<file path="src/exe_pkg.sv">
package exe_pkg;

  // **************************************************
  // widths
  // **************************************************
  localparam int XLEN       = 32;
  localparam int REG_ADDR_W = 5;
  localparam int SHAMT_W    = 5;

  // operation codes, values fixed for the stimulus file
  typedef enum logic [4:0] {
    OP_OR    = 5'd0,
    OP_AND   = 5'd1,
    OP_XOR   = 5'd2,
    OP_NOR   = 5'd3,
    OP_SLL   = 5'd4,
    OP_SRL   = 5'd5,
    OP_SRA   = 5'd6,
    OP_ADD   = 5'd7,
    OP_ADDU  = 5'd8,
    OP_SUB   = 5'd9,
    OP_SUBU  = 5'd10,
    OP_SLT   = 5'd11,
    OP_SLTU  = 5'd12,
    OP_CLZ   = 5'd13,
    OP_CLO   = 5'd14,
    OP_MUL   = 5'd15,
    OP_MULT  = 5'd16,
    OP_MULTU = 5'd17,
    OP_MFHI  = 5'd18,
    OP_MFLO  = 5'd19,
    OP_MTHI  = 5'd20,
    OP_MTLO  = 5'd21
  } exe_op_e;

  // **************************************************
  // command, result and hi/lo pair
  // **************************************************
  typedef struct packed {
    exe_op_e               op;
    logic [XLEN-1:0]       rs_val;
    logic [XLEN-1:0]       rt_val;
    logic [REG_ADDR_W-1:0] dest;
    logic                  wen;
  } exe_cmd_t;

  typedef struct packed {
    logic [REG_ADDR_W-1:0] dest;
    logic [XLEN-1:0]       data;
    logic                  wen;
  } exe_res_t;

  typedef struct packed {
    logic [XLEN-1:0] hi;
    logic [XLEN-1:0] lo;
  } hilo_t;

  // op classes
  function automatic logic is_hilo_write(input exe_op_e op);
    return op inside {OP_MULT, OP_MULTU, OP_MTHI, OP_MTLO};
  endfunction

  function automatic logic is_hilo_read(input exe_op_e op);
    return op inside {OP_MFHI, OP_MFLO};
  endfunction

  function automatic logic is_ov_checked(input exe_op_e op);
    return op inside {OP_ADD, OP_SUB};
  endfunction

endpackage

</file>
<file path="src/exe_fifo.sv">
`timescale 1ns/1ns

module exe_fifo #(
  parameter int  DEPTH     = 4,
  parameter type payload_t = logic [7:0],
  localparam int PTR_W     = (DEPTH > 1) ? $clog2(DEPTH) : 1,
  localparam int CNT_W     = $clog2(DEPTH + 1)
) (
  input  logic             clk_i,
  input  logic             rst_n_i,
  input  logic             push_i,
  input  payload_t         push_data_i,
  input  logic             pop_i,
  output payload_t         pop_data_o,
  output logic             empty_o,
  output logic [CNT_W-1:0] free_o
);

  payload_t         mem [DEPTH];
  logic [PTR_W-1:0] wr_ptr;
  logic [PTR_W-1:0] rd_ptr;
  logic [CNT_W-1:0] count;

  // wrap at DEPTH, which need not be a power of two
  function automatic logic [PTR_W-1:0] next_ptr(input logic [PTR_W-1:0] p);
    return (p == PTR_W'(DEPTH - 1)) ? '0 : p + 1'b1;
  endfunction

  always_ff @(posedge clk_i)
  begin
    if (!rst_n_i)
    begin
      wr_ptr <= '0;
      rd_ptr <= '0;
      count  <= '0;
    end
    else
    begin
      if (push_i)
        wr_ptr <= next_ptr(wr_ptr);
      if (pop_i)
        rd_ptr <= next_ptr(rd_ptr);
      case ({push_i, pop_i})
        2'b10:   count <= count + 1'b1;
        2'b01:   count <= count - 1'b1;
        default: count <= count;
      endcase
    end
  end

  always_ff @(posedge clk_i)
  begin
    if (push_i)
      mem[wr_ptr] <= push_data_i;
  end

  // show-ahead read
  assign pop_data_o = mem[rd_ptr];
  assign empty_o    = (count == '0);
  assign free_o     = CNT_W'(DEPTH) - count;

  a_no_overflow: assert property (@(posedge clk_i) disable iff (!rst_n_i)
    push_i |-> (count != CNT_W'(DEPTH)));
  a_no_underflow: assert property (@(posedge clk_i) disable iff (!rst_n_i)
    pop_i |-> !empty_o);

endmodule

</file>
<file path="src/exe_logic_shift.sv">
`timescale 1ns/1ns

module exe_logic_shift
  import exe_pkg::*;
(
  input  exe_op_e         op_i,
  input  logic [XLEN-1:0] rs_i,
  input  logic [XLEN-1:0] rt_i,
  output logic [XLEN-1:0] res_o
);

  logic [SHAMT_W-1:0] shamt;

  // shift amount from rs, value from rt
  assign shamt = rs_i[SHAMT_W-1:0];

  always_comb
  begin
    case (op_i)
      OP_OR:
        res_o = rs_i | rt_i;
      OP_AND:
        res_o = rs_i & rt_i;
      OP_XOR:
        res_o = rs_i ^ rt_i;
      OP_NOR:
        res_o = ~(rs_i | rt_i);
      OP_SLL:
        res_o = rt_i << shamt;
      OP_SRL:
        res_o = rt_i >> shamt;
      // sign bit copied in from the left
      OP_SRA:
        res_o = $signed(rt_i) >>> shamt;
      default:
        res_o = '0;
    endcase
  end

endmodule

</file>
<file path="src/exe_arith.sv">
`timescale 1ns/1ns

module exe_arith
  import exe_pkg::*;
(
  input  exe_op_e         op_i,
  input  logic [XLEN-1:0] rs_i,
  input  logic [XLEN-1:0] rt_i,
  output logic [XLEN-1:0] res_o,
  output logic            ov_o
);

  localparam int CNT_W = $clog2(XLEN + 1);

  logic            sub_op;
  logic [XLEN-1:0] rt_mux;
  logic [XLEN-1:0] sum;
  logic            lt_signed;
  logic            lt_unsigned;
  logic [XLEN-1:0] lead_src;
  logic [CNT_W-1:0] lead_cnt;

  // counts leading zero bits, all zero gives XLEN
  function automatic logic [CNT_W-1:0] lead_zeros(input logic [XLEN-1:0] v);
    logic [CNT_W-1:0] n;
    logic             found;
    n     = '0;
    found = 1'b0;
    for (int i = XLEN - 1; i >= 0; i--)
    begin
      if (!found)
      begin
        if (v[i])
          found = 1'b1;
        else
          n = n + 1'b1;
      end
    end
    return n;
  endfunction

  // two's complement of rt for subtract and compare
  assign sub_op = op_i inside {OP_SUB, OP_SUBU, OP_SLT};
  assign rt_mux = sub_op ? (~rt_i + 1'b1) : rt_i;
  assign sum    = rs_i + rt_mux;

  // operands of equal effective sign, result sign flipped
  assign ov_o = is_ov_checked(op_i) &&
                (rs_i[XLEN-1] == (rt_i[XLEN-1] ^ sub_op)) &&
                (sum[XLEN-1] != rs_i[XLEN-1]);

  assign lt_signed   = (rs_i[XLEN-1] && !rt_i[XLEN-1]) ||
                       ((rs_i[XLEN-1] == rt_i[XLEN-1]) && sum[XLEN-1]);
  assign lt_unsigned = (rs_i < rt_i);

  // clo is clz of the inverted word
  assign lead_src = (op_i == OP_CLO) ? ~rs_i : rs_i;
  assign lead_cnt = lead_zeros(lead_src);

  always_comb
  begin
    case (op_i)
      OP_ADD, OP_ADDU, OP_SUB, OP_SUBU:
        res_o = sum;
      OP_SLT:
        res_o = XLEN'(lt_signed);
      OP_SLTU:
        res_o = XLEN'(lt_unsigned);
      OP_CLZ, OP_CLO:
        res_o = XLEN'(lead_cnt);
      default:
        res_o = '0;
    endcase
  end

endmodule

</file>
<file path="src/exe_mult.sv">
`timescale 1ns/1ns

module exe_mult
  import exe_pkg::*;
(
  input  logic            clk_i,
  input  logic            rst_n_i,
  input  logic            start_i,
  input  exe_op_e         op_i,
  input  logic [XLEN-1:0] rs_i,
  input  logic [XLEN-1:0] rt_i,
  output hilo_t           prod_o
);

  logic              sgn;
  logic [XLEN-1:0]   mag_a;
  logic [XLEN-1:0]   mag_b;
  logic              s1_vld;
  logic              neg_q;
  logic [XLEN-1:0]   a_q;
  logic [XLEN-1:0]   b_q;
  logic [2*XLEN-1:0] full_prod;
  hilo_t             prod_q;

  // **************************************************
  // stage 1: magnitudes and sign
  // **************************************************
  assign sgn   = op_i inside {OP_MUL, OP_MULT};
  assign mag_a = (sgn && rs_i[XLEN-1]) ? (~rs_i + 1'b1) : rs_i;
  assign mag_b = (sgn && rt_i[XLEN-1]) ? (~rt_i + 1'b1) : rt_i;

  always_ff @(posedge clk_i)
  begin
    if (!rst_n_i)
      s1_vld <= 1'b0;
    else
      s1_vld <= start_i;
  end

  always_ff @(posedge clk_i)
  begin
    if (start_i)
    begin
      a_q   <= mag_a;
      b_q   <= mag_b;
      neg_q <= sgn && (rs_i[XLEN-1] ^ rt_i[XLEN-1]);
    end
  end

  // stage 2: product, sign restored
  assign full_prod = a_q * b_q;

  always_ff @(posedge clk_i)
  begin
    if (s1_vld)
      prod_q <= hilo_t'(neg_q ? (~full_prod + 1'b1) : full_prod);
  end

  assign prod_o = prod_q;

endmodule

</file>
<file path="src/exe_hilo.sv">
`timescale 1ns/1ns

module exe_hilo
  import exe_pkg::*;
(
  input  logic  clk_i,
  input  logic  rst_n_i,
  input  logic  we_i,
  input  hilo_t wdata_i,
  output hilo_t hilo_o
);

  hilo_t hilo_q;

  // architectural pair, both halves loaded together
  always_ff @(posedge clk_i)
  begin
    if (!rst_n_i)
      hilo_q <= '0;
    else if (we_i)
      hilo_q <= wdata_i;
  end

  assign hilo_o = hilo_q;

  // the kept half comes back from this register through the control
  a_wdata_known: assert property (@(posedge clk_i) disable iff (!rst_n_i)
    we_i |-> !$isunknown(wdata_i));

endmodule

</file>
<file path="src/exe_ctrl.sv">
`timescale 1ns/1ns

module exe_ctrl
  import exe_pkg::*;
#(
  parameter int  RES_DEPTH   = 4,
  parameter int  RES_CREDITS = 2,
  localparam int FREE_W      = $clog2(RES_DEPTH + 1),
  localparam int CRED_W      = $clog2(RES_CREDITS + 1)
) (
  input  logic              clk_i,
  input  logic              rst_n_i,
  input  logic              cmd_empty_i,
  input  exe_cmd_t          cmd_head_i,
  output logic              cmd_pop_o,
  input  logic [XLEN-1:0]   ls_res_i,
  input  logic [XLEN-1:0]   ar_res_i,
  input  logic              ar_ov_i,
  output logic              issue_o,
  input  hilo_t             mult_prod_i,
  input  hilo_t             hilo_i,
  output logic              hilo_we_o,
  output hilo_t             hilo_wdata_o,
  input  logic [FREE_W-1:0] res_free_i,
  output logic              res_push_o,
  output exe_res_t          res_data_o,
  input  logic              res_empty_i,
  output logic              res_pop_o,
  input  logic              res_credit_i
);

  logic              s1_vld;
  logic              s2_vld;
  exe_cmd_t          s1_cmd;
  exe_cmd_t          s2_cmd;
  exe_res_t          s1_res;
  exe_res_t          s2_res;
  exe_res_t          s1_next;
  logic [1:0]        n_inflight;
  logic              hilo_busy;
  logic [CRED_W-1:0] credit_cnt;

  // **************************************************
  // issue
  // **************************************************
  assign n_inflight = {1'b0, s1_vld} + {1'b0, s2_vld};

  // hi/lo readers wait until every older writer has retired
  assign hilo_busy = (s1_vld && is_hilo_write(s1_cmd.op)) ||
                     (s2_vld && is_hilo_write(s2_cmd.op));

  assign issue_o = !cmd_empty_i &&
                   (res_free_i > FREE_W'(n_inflight)) &&
                   !(is_hilo_read(cmd_head_i.op) && hilo_busy);
  assign cmd_pop_o = issue_o;

  // stage 1 value, mul is patched at stage 2
  always_comb
  begin
    s1_next.dest = cmd_head_i.dest;
    s1_next.wen  = cmd_head_i.wen && !ar_ov_i && !is_hilo_write(cmd_head_i.op);
    case (cmd_head_i.op)
      OP_OR, OP_AND, OP_XOR, OP_NOR, OP_SLL, OP_SRL, OP_SRA:
        s1_next.data = ls_res_i;
      OP_MFHI:
        s1_next.data = hilo_i.hi;
      OP_MFLO:
        s1_next.data = hilo_i.lo;
      default:
        s1_next.data = ar_res_i;
    endcase
  end

  // **************************************************
  // pipeline
  // **************************************************
  always_ff @(posedge clk_i)
  begin
    if (!rst_n_i)
    begin
      s1_vld <= 1'b0;
      s2_vld <= 1'b0;
    end
    else
    begin
      s1_vld <= issue_o;
      s2_vld <= s1_vld;
    end
  end

  always_ff @(posedge clk_i)
  begin
    if (issue_o)
    begin
      s1_cmd <= cmd_head_i;
      s1_res <= s1_next;
    end
    s2_cmd <= s1_cmd;
    s2_res <= s1_res;
  end

  assign res_push_o = s2_vld;

  always_comb
  begin
    res_data_o = s2_res;
    if (s2_cmd.op == OP_MUL)
      res_data_o.data = mult_prod_i.lo;
  end

  // hi/lo write at stage 2, the untouched half comes from the current pair
  assign hilo_we_o = s2_vld && is_hilo_write(s2_cmd.op);

  always_comb
  begin
    hilo_wdata_o = hilo_i;
    case (s2_cmd.op)
      OP_MULT, OP_MULTU:
        hilo_wdata_o = mult_prod_i;
      OP_MTHI:
        hilo_wdata_o.hi = s2_cmd.rs_val;
      OP_MTLO:
        hilo_wdata_o.lo = s2_cmd.rs_val;
      default:
        hilo_wdata_o = hilo_i;
    endcase
  end

  // **************************************************
  // output credits
  // **************************************************
  assign res_pop_o = (credit_cnt != '0) && !res_empty_i;

  always_ff @(posedge clk_i)
  begin
    if (!rst_n_i)
      credit_cnt <= CRED_W'(RES_CREDITS);
    else if (res_pop_o && !res_credit_i)
      credit_cnt <= credit_cnt - 1'b1;
    else if (!res_pop_o && res_credit_i)
      credit_cnt <= credit_cnt + 1'b1;
  end

  // last credit spent with none coming back, no send in the next cycle
  a_send_with_credit: assert property (@(posedge clk_i) disable iff (!rst_n_i)
    (res_pop_o && !res_credit_i && (credit_cnt == CRED_W'(1))) |=> !res_pop_o);
  // receiver returns no more than it was given
  a_credit_bound: assert property (@(posedge clk_i) disable iff (!rst_n_i)
    (res_credit_i && !res_pop_o) |-> (credit_cnt < CRED_W'(RES_CREDITS)));

endmodule

</file>
<file path="src/exe_unit.sv">
`timescale 1ns/1ns

module exe_unit
  import exe_pkg::*;
#(
  parameter int CMD_DEPTH   = 4,
  parameter int RES_DEPTH   = 4,
  parameter int RES_CREDITS = 2
) (
  input  logic     clk_i,
  input  logic     rst_n_i,
  input  logic     cmd_valid_i,
  input  exe_cmd_t cmd_i,
  output logic     cmd_credit_o,
  output logic     res_valid_o,
  output exe_res_t res_o,
  input  logic     res_credit_i
);

  exe_cmd_t                         cmd_head;
  logic                             cmd_empty;
  logic                             cmd_pop;
  logic [XLEN-1:0]                  ls_res;
  logic [XLEN-1:0]                  ar_res;
  logic                             ar_ov;
  logic                             issue;
  hilo_t                            mult_prod;
  hilo_t                            hilo;
  logic                             hilo_we;
  hilo_t                            hilo_wdata;
  logic [$clog2(RES_DEPTH + 1)-1:0] res_free;
  logic                             res_push;
  exe_res_t                         res_data;
  logic                             res_empty;
  logic                             res_pop;

  assign cmd_credit_o = cmd_pop;
  assign res_valid_o  = res_pop;

  // **************************************************
  // queues
  // **************************************************
  exe_fifo #(.DEPTH(CMD_DEPTH), .payload_t(exe_cmd_t)) cmd_q (
    .clk_i       (clk_i),
    .rst_n_i     (rst_n_i),
    .push_i      (cmd_valid_i),
    .push_data_i (cmd_i),
    .pop_i       (cmd_pop),
    .pop_data_o  (cmd_head),
    .empty_o     (cmd_empty),
    .free_o      ()
  );

  exe_fifo #(.DEPTH(RES_DEPTH), .payload_t(exe_res_t)) res_q (
    .clk_i       (clk_i),
    .rst_n_i     (rst_n_i),
    .push_i      (res_push),
    .push_data_i (res_data),
    .pop_i       (res_pop),
    .pop_data_o  (res_o),
    .empty_o     (res_empty),
    .free_o      (res_free)
  );

  exe_ctrl #(.RES_DEPTH(RES_DEPTH), .RES_CREDITS(RES_CREDITS)) ctrl0 (
    .clk_i        (clk_i),
    .rst_n_i      (rst_n_i),
    .cmd_empty_i  (cmd_empty),
    .cmd_head_i   (cmd_head),
    .cmd_pop_o    (cmd_pop),
    .ls_res_i     (ls_res),
    .ar_res_i     (ar_res),
    .ar_ov_i      (ar_ov),
    .issue_o      (issue),
    .mult_prod_i  (mult_prod),
    .hilo_i       (hilo),
    .hilo_we_o    (hilo_we),
    .hilo_wdata_o (hilo_wdata),
    .res_free_i   (res_free),
    .res_push_o   (res_push),
    .res_data_o   (res_data),
    .res_empty_i  (res_empty),
    .res_pop_o    (res_pop),
    .res_credit_i (res_credit_i)
  );

  // datapath on the head command
  exe_logic_shift ls0 (
    .op_i  (cmd_head.op),
    .rs_i  (cmd_head.rs_val),
    .rt_i  (cmd_head.rt_val),
    .res_o (ls_res)
  );

  exe_arith ar0 (
    .op_i  (cmd_head.op),
    .rs_i  (cmd_head.rs_val),
    .rt_i  (cmd_head.rt_val),
    .res_o (ar_res),
    .ov_o  (ar_ov)
  );

  exe_mult mult0 (
    .clk_i   (clk_i),
    .rst_n_i (rst_n_i),
    .start_i (issue),
    .op_i    (cmd_head.op),
    .rs_i    (cmd_head.rs_val),
    .rt_i    (cmd_head.rt_val),
    .prod_o  (mult_prod)
  );

  exe_hilo hilo0 (
    .clk_i   (clk_i),
    .rst_n_i (rst_n_i),
    .we_i    (hilo_we),
    .wdata_i (hilo_wdata),
    .hilo_o  (hilo)
  );

endmodule

</file>
<file path="config.mk">
export PLATFORM = sky130hd
export DESIGN_NAME = exe_unit
export DESIGN_NICKNAME = d
export VERILOG_FILES = /design/src/exe_pkg.sv /design/src/exe_fifo.sv /design/src/exe_logic_shift.sv /design/src/exe_arith.sv /design/src/exe_mult.sv /design/src/exe_hilo.sv /design/src/exe_ctrl.sv /design/src/exe_unit.sv
export SDC_FILE = /design/constraint.sdc
export NUM_CORES = 2
export LEC_CHECK = 0
export BUFFER_PORTS_ARGS = -buffer_cell sky130_fd_sc_hd__buf_2
export CORE_ASPECT_RATIO = 0.9
export CORE_MARGIN = 3
export CORE_UTILIZATION = 40
export DETAILED_ROUTE_END_ITERATION = 10
export SYNTH_ARGS = -nofsm -noshare
export SYNTH_HDL_FRONTEND = slang
export SYNTH_SLANG_ARGS = --single-unit
</file>
<file path="constraint.sdc">
create_clock -name clk_i -period 15.3 [get_ports clk_i]
set_clock_uncertainty 0.05 [all_clocks]
set_input_delay 0.765 -clock clk_i [delete_from_list [all_inputs] [get_ports clk_i]]
set_output_delay 0.765 -clock clk_i [all_outputs]
set_load 0.02 [all_outputs]
</file>
* Word level (Yosys, flattened, before mapping)
Memory sizes are Yosys's and may differ from the RTL's. A register that Yosys moved wholly into a read port is not among the register bits.
Cells that the tools add are included.
** Word-level totals
- Bits in registers :: 361
- RAM bits :: 452
- Input port bits :: 79
- Output and inout bits :: 40
- Logic and storage cells :: 331
- Memories kept :: 2
** Memory list
- cmd_q.mem :: words 4, width 75, read ports 1, clocked after memory_dff 1, wr ports 1, line exe_fifo.sv:19 : payload_t mem [DEPTH];
- res_q.mem :: words 4, width 38, read ports 1, clocked after memory_dff 1, wr ports 1, line exe_fifo.sv:19
** Cells by class
- Add/subtract/negate cells :: 47
- $mul :: 1
- Order comparisons :: 2
- Equal/unequal tests :: 41
- Shifts and indexed selects :: 3
- Multiplexer cells :: 151
- Bitwise operators :: 9
- Reduce and logical (&&, ||, !) cells :: 49
** Operators with widths (count)
- 2-to-1 mux 6 bit :: 62
- case mux 32 bit (7 select lines) :: 1
- adder 6 x 1 -> 6 bit, second input constant :: 30
- 2-to-1 mux 32 bit :: 5
- case mux 32 bit (2 select lines) :: 2
- case mux 32 bit (4 select lines) :: 1
- NOT 32 bit :: 3
- case mux 32 bit (3 select lines) :: 1
- == test 5 bit, second input constant :: 14
- 2-to-1 mux 1 bit :: 66
- adder 32 x 1 -> 32 bit, second input constant :: 2
- adder 64 x 1 -> 64 bit, second input constant :: 1
- multiplier 32 x 32 -> 64 bit :: 1
- 2-to-1 mux 64 bit :: 1
- NOT 64 bit :: 1
- == test 5 x 4 -> 1 bit, second input constant :: 9
- adder 32 bit :: 1
- AND 32 bit :: 1
- < comparator 32 bit :: 1
- bitwise OR 32 bit :: 1
- << shifter 32 x 5 -> 32 bit :: 1
- >> shifter 32 x 5 -> 32 bit :: 1
- >>> shifter 32 x 5 -> 32 bit :: 1
- bitwise XOR 32 bit :: 1
- other kinds (30) :: 95

* Depth between registers and ports, before layout
- Depth in word-level cells :: 98
- Gate-level depth with buffers :: 81
- Depth with buffers taken out :: 76

* By module
From an unflattened synthesis, not the netlist that was laid out.
** Unflattened totals
- Cells, all modules :: 7746
- Area total of the unflattened synthesis :: 81381.8 um2
** By module, submodules not included
- exe_mult :: times used 1, cells each 4359, area each 40656.5 um2, seq. area each 3893.7 um2
- exe_fifo at cmd_q :: times used 1, cells each 439, area each 11308.3 um2, seq. area each 9188.8 um2
- exe_arith :: times used 1, cells each 1172, area each 8020.2 um2, seq. area each 0.0 um2
- exe_ctrl :: times used 1, cells each 544, area each 6899.1 um2, seq. area each 3833.7 um2
- exe_logic_shift :: times used 1, cells each 780, area each 6058.3 um2, seq. area each 0.0 um2
- exe_fifo at res_q :: times used 1, cells each 246, area each 5988.2 um2, seq. area each 4744.6 um2
- exe_hilo :: times used 1, cells each 206, area each 2451.1 um2, seq. area each 1281.2 um2

* Worst setup path before layout
Ideal clock, no wire load.
- Path kind :: register -> register
- Start point :: register (tool-made name)
- End point :: register ctrl0.s1_res[6] (netlist name), data pin
- Library setup time :: 257 ps
- Arrival time :: 13209 ps
- Data required time :: 14993 ps
- Path slack :: 1784 ps
- Cell stages (with the launch flop) :: 76
- Buffers on the path :: 5
- Period minus slack after synthesis :: 13516 ps
- Cells stage by stage :: dfxtp_1 > buf_6 > mux4_2 > and3b_1 > buf_2 > nand2_4 > clkbuf_1 > clkbuf_1 > clkbuf_1 > o21ai_0 > o22ai_1 > ha_1 > a21oi_1 > a21oi_1 > ha_1 > o21ai_0 > ha_1 > a21oi_1 > [40 not listed] > ha_1 > nand3_1 > inv_1 > nor2_1 > ha_1 > nor2_1 > a211oi_1 > ha_1 > nand2_1 > a21oi_1 > ha_1 > and3_1 > nor2_1 > and3_1 > nand3_1 > xnor2_1 > xnor3_1 > o21ai_1
** RTL lines
- end signal, assigned :: line exe_ctrl.sv:96 : s1_res <= s1_next;
- end, declared :: line exe_ctrl.sv:36 : exe_res_t s1_res;

==> metrics <==
GR peak layer=met2; fin. max-slew vios=0; Yosys top cell by area=edfxtp_1; M2 GR Usage=0.369; Root Driver=clkbuf_16; Hold Startpoint=rst_n_i; initial antenna violation count=33; GRT Total Usage=0.241; clock sink total=816; post-route setup TNS=0 ns; synth warn=0; DR vias/cell=5.53; # DRC=0; ys async rst share=0; worst skew pair latency=0.70 ns; post-synth top area share=0.260; number of enable flip-flop cells after synthesis=655; #FFs+latches synth=816; Worst Path Required=15.68 ns; fin crit share=0.929; Max stage delay on crit path=0.50 ns; max-cap viol count=0; Detailed Routing Iterations Pass 1=6; cts hold-fix bufs=0; Placer Congestion=1.02; Startpoint Class=register; mapped cell area=75,500 um2; CP max FO=8; total CTS buffers=78; GRT met1 Usage=0.346; FF-to-FF path depth=71; maximum clock path buffer count=3; drt wl/cell=23.4 um; final critical-path required period=14.22 ns; Die X=464 um; hold endpoint=ctrl0.credit_cnt[1]$_SDFFE_PN1P_; R2R Setup Slk=1.08 ns; vias in the first global route=55.4k; CP endpoint kind=register; share of cells above drive strength 1=0.0882; Synth Instances=7,483; I/O Buffers=118; clock slew at reported path FFs=0.06 ns; Achievable Freq=0.0703 GHz; R2R Path End=ctrl0.s1_res[6]$_DFFE_PP_; status=finished clean; DRT iter0 DRCs=5,574; post-synthesis average cell area=10.1 um2; Net Count, Synth=8,899; final hold violation count=0; Area contributors post-synth=edfxtp_1 26%, fa_1 24%, ha_1 7.3%, nand2_1 5.6%, inv_1 5.6%; Detail Route Antenna Nets=0; final setup fails=0; final wirelength=234,000 um; Worst path most repeated cell=ha_1; hold path cells=2; Slowest-stage cell, CP=mux4_2; FP Rows=150; Core ar.=187,000 um2; post-synthesis cell type count=101; Final HPWL DP=178,000 um; met3 GRT Util=0.0433; CP Class=register to register; count leader, synth=nand2_1; max_slew headroom=0.124; Worst-Margin Slew=1.28 ns; Crit path arrival time=14.60 ns; Overflow after GRT=0; Final Cell Area=81,700 um2; Area after DPL=78,900 um2; Die Height=418 um; CTS tree=yes; Hold Crit Class=input port to register; die area=194,000 um2; Layout fillers=17.8k; CTS HTree Levels=3; first-pass GRT wire length=355,000 um; Area Growth Syn to Fin=8.16%; predominant post-synthesis flop cell=edfxtp_1; via count=55.3k; post-synthesis sequential area ratio=0.303; Synth top cells by count=1,136 x nand2_1, 1,129 x inv_1, 899 x fa_1, 655 x edfxtp_1, 445 x nor2_1; Hold WS=0.230 ns; Initial Util=0.405; pin count of the biggest net entering global routing=76; Ports=119; nets=8,843
worst max path at each step:
stage                  start                         to
finish              register  ctrl0.s1_res[6]$_DFFE_PP_
global route        register  ctrl0.s1_res[6]$_DFFE_PP_
CTS                 register  ctrl0.s1_res[6]$_DFFE_PP_
detailed placement  register  ctrl0.s1_res[6]$_DFFE_PP_
global placement    register  ctrl0.s1_res[6]$_DFFE_PP_
floorplan           register  ctrl0.s1_res[6]$_DFFE_PP_
per-layer routing:
layer | up-vias | share of wire | routed length, um
met5 | - | 0.00034 | 80
met1 | 28300 | 0.44 | 102000
met3 | 397 | 0.083 | 19500
met2 | 2169 | 0.44 | 104000
met4 | 12 | 0.036 | 8460
li1 | 24500 | - | -
cells in the final DEF, fill, tap and decap left out, drive strengths merged, types with 23 or more instances in the layout:
| master | instances |
|---|---|
| inv | 1140 |
| a31oi | 23 |
| and2 | 251 |
| nand3 | 80 |
| xnor2 | 238 |
| and3 | 28 |
| a21o | 32 |
| clkinv | 31 |
| o211ai | 25 |
| nor4 | 23 |
| edfxtp | 655 |
| nand4 | 62 |
| mux4 | 106 |
| nand2b | 33 |
| mux2i | 117 |
| buf | 271 |
| ha | 438 |
| nor3 | 64 |
| mux2 | 50 |
| clkbuf | 94 |
| or3 | 39 |
| nor2 | 445 |
| a22oi | 56 |
| xor2 | 54 |
| a21oi | 253 |
| or2 | 23 |
| nor2b | 23 |
| o21ai | 236 |
| nand2 | 1137 |
| a211oi | 111 |
| fa | 899 |
| dfxtp | 161 |
| o31ai | 27 |
critical path, delay by kind of cell, from the launching register on:
family / cells / cell delay [ns]
AOI/OAI and AO/OA: 25 / 3.58
and+or+nand+nor: 20 / 3.13
adders and majority gates: 14 / 4.22
DFF: 1 / 0.43
xor gates and xnor gates: 4 / 0.79
muxes: 5 / 1.36
buffers and inverters: 3 / 0.38
metrics by stage:
| stage | setup slack [ns] | utilization | cells |
|---|---|---|---|
| floorplan | 1.78 | - | 7483 |
| CTS | 0.382 | 0.437 | 9990 |
| detailed placement | 0.489 | 0.423 | 9846 |
| finish | 1.08 | 0.438 | 10000 |
| global placement | 0.365 | 0.423 | 9846 |
| global route | -0.00711 | 0.437 | 9999 |
state kept, by name, indices dropped and copies added, names as in the netlist, 3 cells and up, named ones only:
name / count
cmd_q.count: 3
cmd_q.mem: 300
ctrl0.res_data_o: 6
ctrl0.s1_cmd: 36
ctrl0.s1_res: 38
ctrl0.s2_cmd: 37
ctrl0.s2_res: 32
hilo0.hilo_o: 64
mult0.a_q: 32
mult0.b_q: 32
mult0.prod_o: 64
res_q.count: 3
res_q.mem: 152
timing repair:
action                                  4_1_cts  5_1_grt
setup buffers                                 0        9
gates resized for setup                       0       11
endpoints found under the setup margin        0        5
cell families (layout without fill, tap and decap cells):
family,count (synthesis),after routing,share of synthesized area
AOI/OAI and AO/OA,968,968,0.0827
adders and majority gates,1338,1338,0.311
other,0,5,0
xor gates and xnor gates,297,297,0.0380
buffers and inverters,1543,1551,0.0776
muxes,273,273,0.0547
DFF,816,816,0.303
and+or+nand+nor,2248,2248,0.133
layout make-up:
class / count / area [um2] / share of cell area
diodes: 5 / 12.5 / 0.000153
multi-input cells: 5124 / 47000 / 0.575
flip-flops and latches: 816 / 22900 / 0.280
inverters: 1136 / 4270 / 0.0522
clock buffers: 94 / 2100 / 0.0257
clock inverters: 50 / 588 / 0.00720
well taps: 2508 / 3140 / 0.0384
repair buffers: 271 / 1750 / 0.0214
Power is left out: the tool's default activity adds up to more than one toggle a clock period on the data nets, which glitch-free logic cannot reach.
